$ cat src/hdl/mfifo_params.svh
// Multi-FIFO sizing constants shared by the packages and the RTL
`ifndef MFIFO_PARAMS_SVH
`define MFIFO_PARAMS_SVH

// Number of logical FIFOs sharing the storage
`define MFIFO_NUM_FIFOS 4

// Total entries in the shared RAM
`define MFIFO_DEPTH 16

// Payload width of one entry
`define MFIFO_WIDTH 16

// Derived widths
// FIFO index, clog2 of the FIFO count
`define MFIFO_ID_W 2
// RAM address, clog2 of the depth
`define MFIFO_ADDR_W 4
// Credit and occupancy counts, must hold the full depth
`define MFIFO_CNT_W 5

`endif

$ cat src/hdl/mfifo_cfg_pkg.sv
// Multi-FIFO config types describing the static split of the shared RAM
`include "mfifo_params.svh"

package mfifo_cfg_pkg;

  // One region of the shared RAM
  // Both ends are inclusive, bound must not be below base
  typedef struct packed {
    logic [`MFIFO_ADDR_W-1:0] base;
    logic [`MFIFO_ADDR_W-1:0] bound;
  } region_t;

  // Region per FIFO, index is the FIFO id
  // Only changes while the design is held in reset
  typedef region_t [`MFIFO_NUM_FIFOS-1:0] region_map_t;

  // Regions must not overlap and together may use at most the full depth
  // Every FIFO owns at least one entry

endpackage

$ cat src/hdl/mfifo_xfer_pkg.sv
// Multi-FIFO traffic types for push beats, RAM writes, pops and credit status
`include "mfifo_params.svh"

package mfifo_xfer_pkg;

  // Push beat from the credit sender, qualified by a separate strobe
  typedef struct packed {
    logic [`MFIFO_ID_W-1:0]  id;
    logic [`MFIFO_WIDTH-1:0] data;
  } push_beat_t;

  // Single write port into the shared RAM
  typedef struct packed {
    logic                     valid;
    logic [`MFIFO_ADDR_W-1:0] addr;
    logic [`MFIFO_WIDTH-1:0]  data;
  } ram_wr_t;

  // Pop strobe with the FIFO to read
  typedef struct packed {
    logic                   valid;
    logic [`MFIFO_ID_W-1:0] id;
  } pop_req_t;

  // Popped entry, one cycle after the accepted pop
  typedef struct packed {
    logic                    valid;
    logic [`MFIFO_ID_W-1:0]  id;
    logic [`MFIFO_WIDTH-1:0] data;
  } pop_data_t;

  // Credit state of one FIFO
  // avail is banked at the receiver, held is out at the sender
  typedef struct packed {
    logic [`MFIFO_CNT_W-1:0] avail;
    logic [`MFIFO_CNT_W-1:0] held;
  } credit_stat_t;

  typedef credit_stat_t [`MFIFO_NUM_FIFOS-1:0] credit_stat_vec_t;

endpackage

$ cat src/hdl/mfifo_credit_ctrl.sv
// Multi-FIFO credit controller that counts, paces and returns push credits per FIFO
`timescale 1ns/10ps
`include "mfifo_params.svh"

module mfifo_credit_ctrl
  import mfifo_cfg_pkg::*;
  import mfifo_xfer_pkg::*;
(
  input  logic                                          clk,
  input  logic                                          rst_n,
  // Reset level from the credit sender
  input  logic                                          push_sender_in_reset,
  // Static partitioning, steady outside of reset
  input  region_map_t                                   region_cfg,
  // Credits kept back at the receiver, per FIFO
  input  logic [`MFIFO_NUM_FIFOS-1:0][`MFIFO_CNT_W-1:0] credit_withhold,
  // Push beat as seen at the receiver
  input  logic                                          push_valid,
  input  logic [`MFIFO_ID_W-1:0]                        push_id,
  // Entries released by the pop side
  input  logic [`MFIFO_NUM_FIFOS-1:0]                   free,
  // One-cycle credit pulses back to the sender
  output logic [`MFIFO_NUM_FIFOS-1:0]                   push_credit,
  output logic                                          push_receiver_in_reset,
  // Pointer clear for both pointer blocks
  output logic                                          ptr_clear,
  output credit_stat_vec_t                              credit_stat
);

  localparam int num_fifos = `MFIFO_NUM_FIFOS;
  localparam int cnt_w     = `MFIFO_CNT_W;

  // Either reset source empties the receiver
  logic int_rst;
  logic in_rst_q;

  assign int_rst = !rst_n || push_sender_in_reset;

  // Registered copy of the merged reset
  // High out of rst_n, follows the sender level afterwards
  always_ff @(posedge clk) begin
    if (!rst_n) begin
      in_rst_q <= 1'b1;
    end else begin
      in_rst_q <= push_sender_in_reset;
    end
  end

  // Only one receiver-in-reset goes back, all FIFOs share it
  assign push_receiver_in_reset = in_rst_q;
  assign ptr_clear              = in_rst_q;

  for (genvar i = 0; i < num_fifos; i++) begin : gen_fifo
    logic [cnt_w-1:0] size;
    logic [cnt_w-1:0] avail_q;
    logic [cnt_w-1:0] held_q;
    logic             credit_q;
    logic             issue;
    logic             push_hit;

    // Region size, bound and base both inclusive
    assign size = cnt_w'(region_cfg[i].bound) - cnt_w'(region_cfg[i].base) + cnt_w'(1);

    assign push_hit = push_valid && (push_id == i);

    // Hand out one credit per cycle while above the withhold level
    assign issue = avail_q > credit_withhold[i];

    // Credit counters
    // In reset the whole region is banked and nothing is out
    // An issued credit moves from avail to held
    // A push consumes a held credit, a free returns one to avail
    always_ff @(posedge clk) begin
      if (int_rst) begin
        avail_q  <= size;
        held_q   <= '0;
        credit_q <= 1'b0;
      end else begin
        avail_q  <= avail_q - cnt_w'(issue) + cnt_w'(free[i]);
        held_q   <= held_q + cnt_w'(issue) - cnt_w'(push_hit);
        credit_q <= issue;
      end
    end

    // Pulse appears one cycle after the decision
    assign push_credit[i] = credit_q;

    assign credit_stat[i] = '{avail: avail_q, held: held_q};

    // Sender only pushes with a credit in hand
    push_has_credit_a: assert property (
      @(posedge clk) disable iff (int_rst)
      push_hit |-> (held_q != '0)
    );

    // Banked plus outstanding credits never exceed the region
    // Entries in the RAM account for the rest
    credit_in_size_a: assert property (
      @(posedge clk) disable iff (int_rst)
      ({1'b0, avail_q} + {1'b0, held_q}) <= {1'b0, size}
    );
  end

endmodule

$ cat src/hdl/mfifo_push_ptr.sv
// Multi-FIFO push pointers that wrap each tail inside its region and form the RAM write
`timescale 1ns/10ps
`include "mfifo_params.svh"

module mfifo_push_ptr
  import mfifo_cfg_pkg::*;
  import mfifo_xfer_pkg::*;
(
  input  logic        clk,
  input  logic        rst_n,
  // Merged receiver reset from the credit controller
  input  logic        ptr_clear,
  input  region_map_t region_cfg,
  // Push beat, credit accounting rules out overflow
  input  logic        push_valid,
  input  push_beat_t  push,
  // Write port into the shared RAM
  output ram_wr_t     ram_wr
);

  localparam int num_fifos = `MFIFO_NUM_FIFOS;
  localparam int addr_w    = `MFIFO_ADDR_W;

  logic [num_fifos-1:0][addr_w-1:0] tail;
  region_t                          sel_region;

  for (genvar i = 0; i < num_fifos; i++) begin : gen_tail
    logic [addr_w-1:0] tail_q;
    logic              push_hit;

    assign push_hit = push_valid && (push.id == i);

    // Tail starts at base and wraps from bound back to base
    always_ff @(posedge clk) begin
      if (!rst_n || ptr_clear) begin
        tail_q <= region_cfg[i].base;
      end else if (push_hit) begin
        if (tail_q == region_cfg[i].bound) begin
          tail_q <= region_cfg[i].base;
        end else begin
          tail_q <= tail_q + 1'b1;
        end
      end
    end

    assign tail[i] = tail_q;
  end

  // Write goes out in the push cycle
  assign ram_wr = '{valid: push_valid, addr: tail[push.id], data: push.data};

  // Region of the FIFO being written
  assign sel_region = region_cfg[push.id];

  // Writes never leave the target region
  // Holds only if the tail wrap is right across many pushes
  wr_in_region_a: assert property (
    @(posedge clk) disable iff (!rst_n || ptr_clear)
    ram_wr.valid |-> (ram_wr.addr >= sel_region.base) && (ram_wr.addr <= sel_region.bound)
  );

endmodule

$ cat src/hdl/mfifo_pop_ptr.sv
// Multi-FIFO pop pointers that serve pop strobes, form the RAM read and free entries
`timescale 1ns/10ps
`include "mfifo_params.svh"

module mfifo_pop_ptr
  import mfifo_cfg_pkg::*;
  import mfifo_xfer_pkg::*;
(
  input  logic                        clk,
  input  logic                        rst_n,
  // Merged receiver reset from the credit controller
  input  logic                        ptr_clear,
  input  region_map_t                 region_cfg,
  // Push strobe, only for occupancy
  input  logic                        push_valid,
  input  logic [`MFIFO_ID_W-1:0]      push_id,
  // Plain pop strobe, no handshake
  input  pop_req_t                    pop,
  // Read port into the shared RAM
  output logic [`MFIFO_ADDR_W-1:0]    rd_addr,
  output logic                        rd_en,
  output logic [`MFIFO_ID_W-1:0]      rd_id,
  // One bit per FIFO, high for each accepted pop
  output logic [`MFIFO_NUM_FIFOS-1:0] free
);

  localparam int num_fifos = `MFIFO_NUM_FIFOS;
  localparam int addr_w    = `MFIFO_ADDR_W;
  localparam int cnt_w     = `MFIFO_CNT_W;

  logic [num_fifos-1:0][addr_w-1:0] head;
  logic [num_fifos-1:0]             nonempty;

  // Pops to an empty FIFO are dropped
  assign rd_en   = pop.valid && nonempty[pop.id];
  assign rd_addr = head[pop.id];
  assign rd_id   = pop.id;

  for (genvar i = 0; i < num_fifos; i++) begin : gen_head
    logic [addr_w-1:0] head_q;
    logic [cnt_w-1:0]  occ_q;
    logic              push_hit;
    logic              pop_hit;

    assign push_hit = push_valid && (push_id == i);
    assign pop_hit  = rd_en && (pop.id == i);

    // Head wraps the same way as the tail
    // Occupancy tracks both strobes locally
    always_ff @(posedge clk) begin
      if (!rst_n || ptr_clear) begin
        head_q <= region_cfg[i].base;
        occ_q  <= '0;
      end else begin
        if (pop_hit) begin
          if (head_q == region_cfg[i].bound) begin
            head_q <= region_cfg[i].base;
          end else begin
            head_q <= head_q + 1'b1;
          end
        end
        occ_q <= occ_q + cnt_w'(push_hit) - cnt_w'(pop_hit);
      end
    end

    assign head[i]     = head_q;
    assign nonempty[i] = occ_q != '0;

    // Each accepted pop frees exactly one entry
    assign free[i] = pop_hit;
  end

endmodule

$ cat src/hdl/mfifo_ram.sv
// Multi-FIFO shared storage with one write port and a registered read port
`timescale 1ns/10ps
`include "mfifo_params.svh"

module mfifo_ram
  import mfifo_xfer_pkg::*;
(
  input  logic                     clk,
  input  ram_wr_t                  ram_wr,
  input  logic                     rd_en,
  input  logic [`MFIFO_ADDR_W-1:0] rd_addr,
  // FIFO id rides along with the read
  input  logic [`MFIFO_ID_W-1:0]   rd_id,
  input  logic                     rst_n,
  output pop_data_t                pop_out
);

  localparam int depth = `MFIFO_DEPTH;
  localparam int width = `MFIFO_WIDTH;
  localparam int id_w  = `MFIFO_ID_W;

  logic [width-1:0] mem [depth];
  logic             rd_vld_q;
  logic [id_w-1:0]  rd_id_q;
  logic [width-1:0] rd_data_q;

  always_ff @(posedge clk) begin
    if (ram_wr.valid) begin
      mem[ram_wr.addr] <= ram_wr.data;
    end
  end

  // Valid is the only control bit here
  always_ff @(posedge clk) begin
    if (!rst_n) begin
      rd_vld_q <= 1'b0;
    end else begin
      rd_vld_q <= rd_en;
    end
  end

  // Read data lands one cycle after the pop
  always_ff @(posedge clk) begin
    if (rd_en) begin
      rd_data_q <= mem[rd_addr];
      rd_id_q   <= rd_id;
    end
  end

  assign pop_out = '{valid: rd_vld_q, id: rd_id_q, data: rd_data_q};

endmodule

$ cat src/hdl/mfifo_top.sv
// Multi-FIFO top level joining the credit, push pointer, pop pointer and RAM blocks
`timescale 1ns/10ps
`include "mfifo_params.svh"

module mfifo_top
  import mfifo_cfg_pkg::*;
  import mfifo_xfer_pkg::*;
(
  input  logic                                          clk,
  input  logic                                          rst_n,
  // Credit interface to the sender
  input  logic                                          push_sender_in_reset,
  output logic                                          push_receiver_in_reset,
  output logic [`MFIFO_NUM_FIFOS-1:0]                   push_credit,
  input  logic [`MFIFO_NUM_FIFOS-1:0][`MFIFO_CNT_W-1:0] credit_withhold,
  output credit_stat_vec_t                              credit_stat,
  // Static region map
  input  region_map_t                                   region_cfg,
  // Push side
  input  logic                                          push_valid,
  input  push_beat_t                                    push,
  // Pop side
  input  pop_req_t                                      pop,
  output pop_data_t                                     pop_out
);

  logic                        ptr_clear;
  ram_wr_t                     ram_wr;
  logic                        rd_en;
  logic [`MFIFO_ADDR_W-1:0]    rd_addr;
  logic [`MFIFO_ID_W-1:0]      rd_id;
  logic [`MFIFO_NUM_FIFOS-1:0] free;

  mfifo_credit_ctrl i_credit_ctrl (
    .clk,
    .rst_n,
    .push_sender_in_reset,
    .region_cfg,
    .credit_withhold,
    .push_valid,
    .push_id                (push.id),
    .free,
    .push_credit,
    .push_receiver_in_reset,
    .ptr_clear,
    .credit_stat
  );

  mfifo_push_ptr i_push_ptr (
    .clk,
    .rst_n,
    .ptr_clear,
    .region_cfg,
    .push_valid,
    .push,
    .ram_wr
  );

  mfifo_pop_ptr i_pop_ptr (
    .clk,
    .rst_n,
    .ptr_clear,
    .region_cfg,
    .push_valid,
    .push_id    (push.id),
    .pop,
    .rd_addr,
    .rd_en,
    .rd_id,
    .free
  );

  mfifo_ram i_ram (
    .clk,
    .ram_wr,
    .rd_en,
    .rd_addr,
    .rd_id,
    .rst_n,
    .pop_out
  );

endmodule

$ cat config.mk
export PLATFORM = sky130hd
export DESIGN_NAME = mfifo_top
export DESIGN_NICKNAME = d
export VERILOG_FILES = /design/src/hdl/mfifo_cfg_pkg.sv /design/src/hdl/mfifo_xfer_pkg.sv /design/src/hdl/mfifo_credit_ctrl.sv /design/src/hdl/mfifo_push_ptr.sv /design/src/hdl/mfifo_pop_ptr.sv /design/src/hdl/mfifo_ram.sv /design/src/hdl/mfifo_top.sv
export VERILOG_INCLUDE_DIRS = /design/src /design/src/hdl
export SDC_FILE = /design/constraint.sdc
export NUM_CORES = 1
export LEC_CHECK = 0
export ABC_AREA = 0
export BUFFER_PORTS_ARGS = -buffer_cell sky130_fd_sc_hd__buf_2
export CAP_MARGIN = 20
export CORE_MARGIN = 10
export CORE_UTILIZATION = 30
export DETAILED_ROUTE_END_ITERATION = 10
export PLACE_DENSITY = 0.54
export SYNTH_ARGS = -nofsm -noshare
export SYNTH_HDL_FRONTEND = slang
export SYNTH_HIERARCHICAL = 1
export SYNTH_SLANG_ARGS = --single-unit
$ cat constraint.sdc
create_clock -name clk -period 4.55 [get_ports clk]
set_input_delay 0.455 -clock clk [delete_from_list [all_inputs] [get_ports clk]]
set_output_delay 0.455 -clock clk [all_outputs]
set_load 0.03 [all_outputs]
* Word level (Yosys, flattened, before mapping)
Memories as Yosys holds them, arrays and structs flattened. A register that Yosys moved wholly into a read port is not among the register bits.
Index checks and enable logic that the tools add are counted.
** Word-level totals
- Flip-flop bits (word level) :: 100
- RAM bits :: 256
- Bits of input ports :: 77
- Word-level logic and storage cells :: 150
- Memories :: 1
** Cells by class
- Add/subtract/negate cells :: 40
- Order comparisons :: 6
- Equality and inequality tests :: 14
- Multiplexer cells :: 36
- Reductions and logical operators :: 26
** Memories
- i_ram.mem :: words 16, bits a word 16, rd ports 1, clocked after memory_dff 1, write ports 1, RTL line mfifo_ram.sv:22 : logic [width-1:0] mem [depth];
** Operator list (number)
- 4-bit 2-to-1 mux :: 26
- 5-bit by 1-bit adder with 5-bit output :: 12
- 5-bit by 1-bit subtractor with 5-bit output :: 12
- 4-bit by 1-bit adder with 4-bit output (second input constant) :: 8
- 4-bit == test :: 8
- 5-bit by 1-bit adder with 5-bit output (second input constant) :: 4
- 5-bit > comparator :: 4
- 5-bit 2-to-1 mux :: 4
- 5-bit nonzero test :: 4
- 4-bit by 4-bit subtractor with 5-bit output :: 4
- 4-bit binary-select mux with 2-bit select :: 2
- 2-bit nonzero test :: 8
- 1-bit logical AND :: 9
- 2-bit == test (second input constant) :: 4
- 2-bit by 3-bit less-than comparator with 1-bit output (second input constant) :: 2
- 2-bit by 1-bit == test with 1-bit output (second input constant) :: 2
- 2-bit logical NOT :: 2
- 1-bit 2-to-1 mux :: 3
- 1-bit binary-select mux with 2-bit select :: 1
- 1-bit logical OR :: 2
- 1-bit logical NOT :: 1

* Logic depth before layout (Yosys ltp)
- Depth in word-level cells :: 7
- Mapped depth :: 15
- Mapped depth without buffers :: 15

* Modules after synthesis
The synthesis kept the hierarchy.
** Modules (own cells, without submodules)
- mfifo_ram :: instances 1, cells each 437, area an instance 10296.1 µm², seq. area each 8247.9 µm²
- mfifo_credit_ctrl :: instances 1, cells each 449, area an instance 3892.5 µm², seq. area each 900.9 µm²
- mfifo_pop_ptr :: instances 1, cells each 250, area an instance 2621.3 µm², seq. area each 880.8 µm²
- mfifo_push_ptr :: instances 1, cells each 103, area an instance 1332.5 µm², seq. area each 480.5 µm²

* Worst setup path after synthesis
OpenSTA, ideal clock, no wires.
- Path type :: input -> register
- From :: input port push[16] (netlist name)
- To :: memory i_ram/mem[0][0] (netlist name), enable pin
- Library setup time :: 0.409 ns
- Arrival time :: 2.915 ns
- Required time :: 4.141 ns
- Setup slack :: 1.226 ns
- Cell stages on the path :: 4
- Path buffers :: 1
- Cells stage by stage :: clkbuf_1 mux4_2 or3b_2 nor3_1
** RTL lines
- start: declaration :: RTL line mfifo_top.sv:21 : input push_beat_t push,
- end: declaration :: RTL line mfifo_ram.sv:22

* Worst setup path in the final report
- From :: register i_credit_ctrl.gen_fifo[0].avail_q[3]
- To :: register i_credit_ctrl.gen_fifo[0].avail_q[4]
** Between the ends
- Longest elaborated chain between the ends :: 4
** Ends and longest elaborated chain
- start: declaration :: RTL line mfifo_credit_ctrl.sv:55 : logic [cnt_w-1:0] avail_q;
- start signal: assignment :: RTL line mfifo_credit_ctrl.sv:75 : avail_q <= size;
- start signal: assignment :: RTL line mfifo_credit_ctrl.sv:79 : avail_q <= avail_q - cnt_w'(issue) + cnt_w'(free[i]);
- 5-bit > comparator :: RTL line mfifo_credit_ctrl.sv:67 : assign issue = avail_q > credit_withhold[i];
- named net i_credit_ctrl.gen_fifo[0].issue :: RTL line mfifo_credit_ctrl.sv:58 : logic issue;
- 5-bit by 1-bit subtractor with 5-bit output :: RTL line mfifo_credit_ctrl.sv:79
- 5-bit by 1-bit adder with 5-bit output :: RTL line mfifo_credit_ctrl.sv:79
- 5-bit 2-to-1 mux :: RTL line mfifo_credit_ctrl.sv:74 : if (int_rst) begin
The timed path passes the listed nets, and every way through them passes these cells.
A chain may end at the register's enable or synchronous reset.

==> results.toml <==
[synth]
yosysTopAreaCell = "edfxtp_1"
synthTopCellsByCount = "edfxtp_1, inv_1, ha_1, dfxtp_1, nor2_1"
netlist_instances = 1239
synth_edf_count = 306
syn_avg_cell_area_um2 = 14.6
ys_types = 60
ys_seq_area_frac = 0.579
syn-num-nets = 1452
yosysWarnings = 6
netlist_area_um2 = 18100
yosys_most_used_dff = "edfxtp_1"
synth_top_cells_by_area = "edfxtp_1, ha_1, mux4_2"
postSynth.asyncResetShare = 0
synth_top_area_frac = 0.506
synth_most_common_cell = "edfxtp_1"
ys_ff_latch = 372

[final_layout]
drive_gt1_frac = 0.245
synthToLayoutAreaGrowth_pct = 16.5
design_area_um2 = 21100
fin_nets = 1598

[clocking]
cts_root_buf = "clkbuf_16"
cts_htree_levels = 2
max-clock-path-buffers = 3
insertion_delay_ps = 570
clock_sinks = 372
cts_tree = "built"
cts-resized-gates = 0
cts-buffers-inserted = 41
ctsHoldBuffers = 0
cts_setup_buffers = 0
clk_pin_slew_ps = 60

[critical_path]
cp.required_ps = 4980
critPathSlowestCell = "o32ai_2"
critPathMaxFanout = 4
crit_start = "i_credit_ctrl/gen_fifo[0].avail_q[3]"
r2r_cells = 14
cp.arrival_ps = 3470
r2r_start = "i_credit_ctrl/gen_fifo[0].avail_q[3]"
start_kind = "flop"
endpoint = "i_credit_ctrl/gen_fifo[0].avail_q[4]"
critPathCaptureType = "flop"
path_cells = "ha_1 > a21oi_2 > a21boi_1 > o32ai_2 > inv_1 > ha_1 > inv_1 > ha_1 > inv_1 > fa_1 > nand2b_1 > a21oi_1 > xnor2_1 > mux2i_1"
rrSetupSlack_ps = 1520
critPathKind = "flop to flop"
critPathMaxStageDelay_ps = 420
regToRegEndpoint = "i_credit_ctrl/gen_fifo[0].avail_q[4]"

[floorplan]
chipWidth_um = 266
num_rows = 90
die_h_um = 266
core_um2 = 60100
ios = 141
dieArea_um2 = 70700
initial_utilization = 0.302

[power_and_ir_drop]
p_total_mw = 9.80
ir_worst_vdd_mv = 0.245
power.static_leakage_nw = 8.04
p_per_area_nw_per_um2 = 463

[routing]
post_drt_wl_per_cell_um = 19.5
drc = 0
drt-pass1-iter-count = 5
vias = 10404
wirelength_mm = 43.0
vias_per_cell = 4.72
ant_nets = 0
drtIter0Drc = 623

[global_routing]
use_met1 = 0.154
first_global_vias = 11138
antenna_found_initial = 11
top_usage_layer = "met2"
grt-ovfl-total = 0
grt_pass1_wl_mm = 66.0
met2_usage = 0.201
grtUsageTotal = 0.122
met3_usage = 0.0352
grt_max_degree = 33

[sta]
fmax_ghz = 0.330
setup_violations = 0
hold_violations = 0
max_slew_margin = 0.255
fin_ws_ps = 1520
tns_ps = 0
grt_setup_unrepaired = "false"
finalClockSkew_ps = 20.5
tightest_slew_ps = 1120
layout_min_cycle_time_ps = 3030
period_share = 0.667
slew_violations = 0
hold_ws_ps = 194

[place]
detailedPlace.worstSlack_ps = 1300
dpl.hpwl_mm = 28.0
postPlaceCellArea_um2 = 19700
gp_congestion = 0.781
portBuffers = 140

[flow_run]
cap_violations = 0

[run_status]
status = "completed"

[worst_hold_path]
hold_class = "input pin to flop"
power by group:
| group | internal [mW] | total (mW) | switching, mW |
|---|---|---|---|
| registers | 3.92 | 4.10 | 0.173 |
| clock network | 2.20 | 3.60 | 1.40 |
| logic | 0.890 | 2.10 | 1.21 |
| total | 7.01 | 9.80 | 2.79 |
kinds of logic after synthesis:
kind of cell	share of synthesized area
adder cells (fa/ha/maj)	0.100
XOR/XNOR	0.0425
AO/OA/AOI/OAI	0.0574
multiplexers	0.109
AND/OR/NAND/NOR	0.0588
buffers and inverters	0.0523
flip-flops	0.579
through the flow:
| stage | std cells | utilization |
|---|---|---|
| global placement | 2124 | 0.327 |
| global route | 2202 | 0.351 |
| finish | 2206 | 0.352 |
| floorplan | 1239 | - |
| detailed placement | 2124 | 0.327 |
| CTS | 2200 | 0.351 |
area by class of cell:
cell class	count	area, µm²
clock buffer	53	1110
multi-input combinational	661	6730
sequential	372	10500
timing repair buffer	166	896
fill	5858	39000
clock inverter	23	360
tap	782	978
antenna	6	15.0
inverter	143	537
metal layers:
layer / wire (µm) / vias to the layer above / part of all wire
li1: - / 4826 / -
met1: 18700 / 5255 / 0.44
met2: 20500 / 246 / 0.48
met3: 2980 / 65 / 0.069
met4: 711 / 12 / 0.017
met5: 75 / - / 0.0017
registers in the layout (all words and copies together) (netlist names):
name                             cells
i_ram/rd_id_q                        2
i_ram/rd_data_q                     16
i_pop_ptr/gen_head.occ_q            20
i_pop_ptr/gen_head.head_q           16
i_credit_ctrl/gen_fifo.held_q       20
i_push_ptr/gen_tail.tail_q          16
i_credit_ctrl/ptr_clear              1
i_ram/rd_vld_q                       1
i_credit_ctrl/gen_fifo.credit_q      4
i_ram/mem                          256
i_credit_ctrl/gen_fifo.avail_q      20
worst min path at each step:
stage                                          end  cells after the start  slack (ps)                           startpoint
2_1_floorplan       i_pop_ptr/gen_head[1].occ_q[0]                      2         540       i_pop_ptr/gen_head[1].occ_q[0]
3_3_place_gp        i_pop_ptr/gen_head[3].occ_q[4]                      3         560       i_pop_ptr/gen_head[3].occ_q[3]
3_5_place_dp   i_credit_ctrl/gen_fifo[2].held_q[0]                      2         570  i_credit_ctrl/gen_fifo[2].held_q[0]
4_1_cts                             i_ram/rd_vld_q                      2         160                                rst_n
5_1_grt                             i_ram/rd_vld_q                      2         190                                rst_n
6_report                            i_ram/rd_vld_q                      2         190                                rst_n
worst max-delay path: cells and delay by family (launching register included):
| family | cells | cell delay [ps] |
|---|---|---|
| buffers and inverters | 3 | 190 |
| multiplexers | 1 | 80 |
| adder cells (fa/ha/maj) | 4 | 1110 |
| AND/OR/NAND/NOR | 1 | 180 |
| flip-flops | 1 | 400 |
| XOR/XNOR | 1 | 130 |
| AO/OA/AOI/OAI | 4 | 800 |
placed cells by master (no fill, tap or decap), types with 4 or more instances in the layout:
cell type  instances
edfxtp_1         306
inv_1            142
buf_2            140
ha_1             120
dfxtp_1           66
mux4_2            59
nor2_1            51
xnor2_1           51
clkbuf_16         42
nand2_1           42
a21oi_1           40
xor2_1            37
a22oi_1           32
buf_4             26
a21o_1            16
fa_1              16
nand3_1           15
nor2b_1           14
o21ai_0           14
and2_1            13
mux2i_1           12
mux4_1            12
mux2_2            12
nor2_2            12
nand2b_1          10
clkbuf_1           9
nor3_1             9
bufinv_16          8
diode_2            6
clkinv_1           6
clkinv_2           4
a21oi_2            4
a21boi_1           4
nand4_1            4
o32ai_2            4
nor3b_1            4
o22ai_1            4
nand3b_1           4
o41ai_4            4
nor3_2             4
Power figures use the tool's default switching activity.
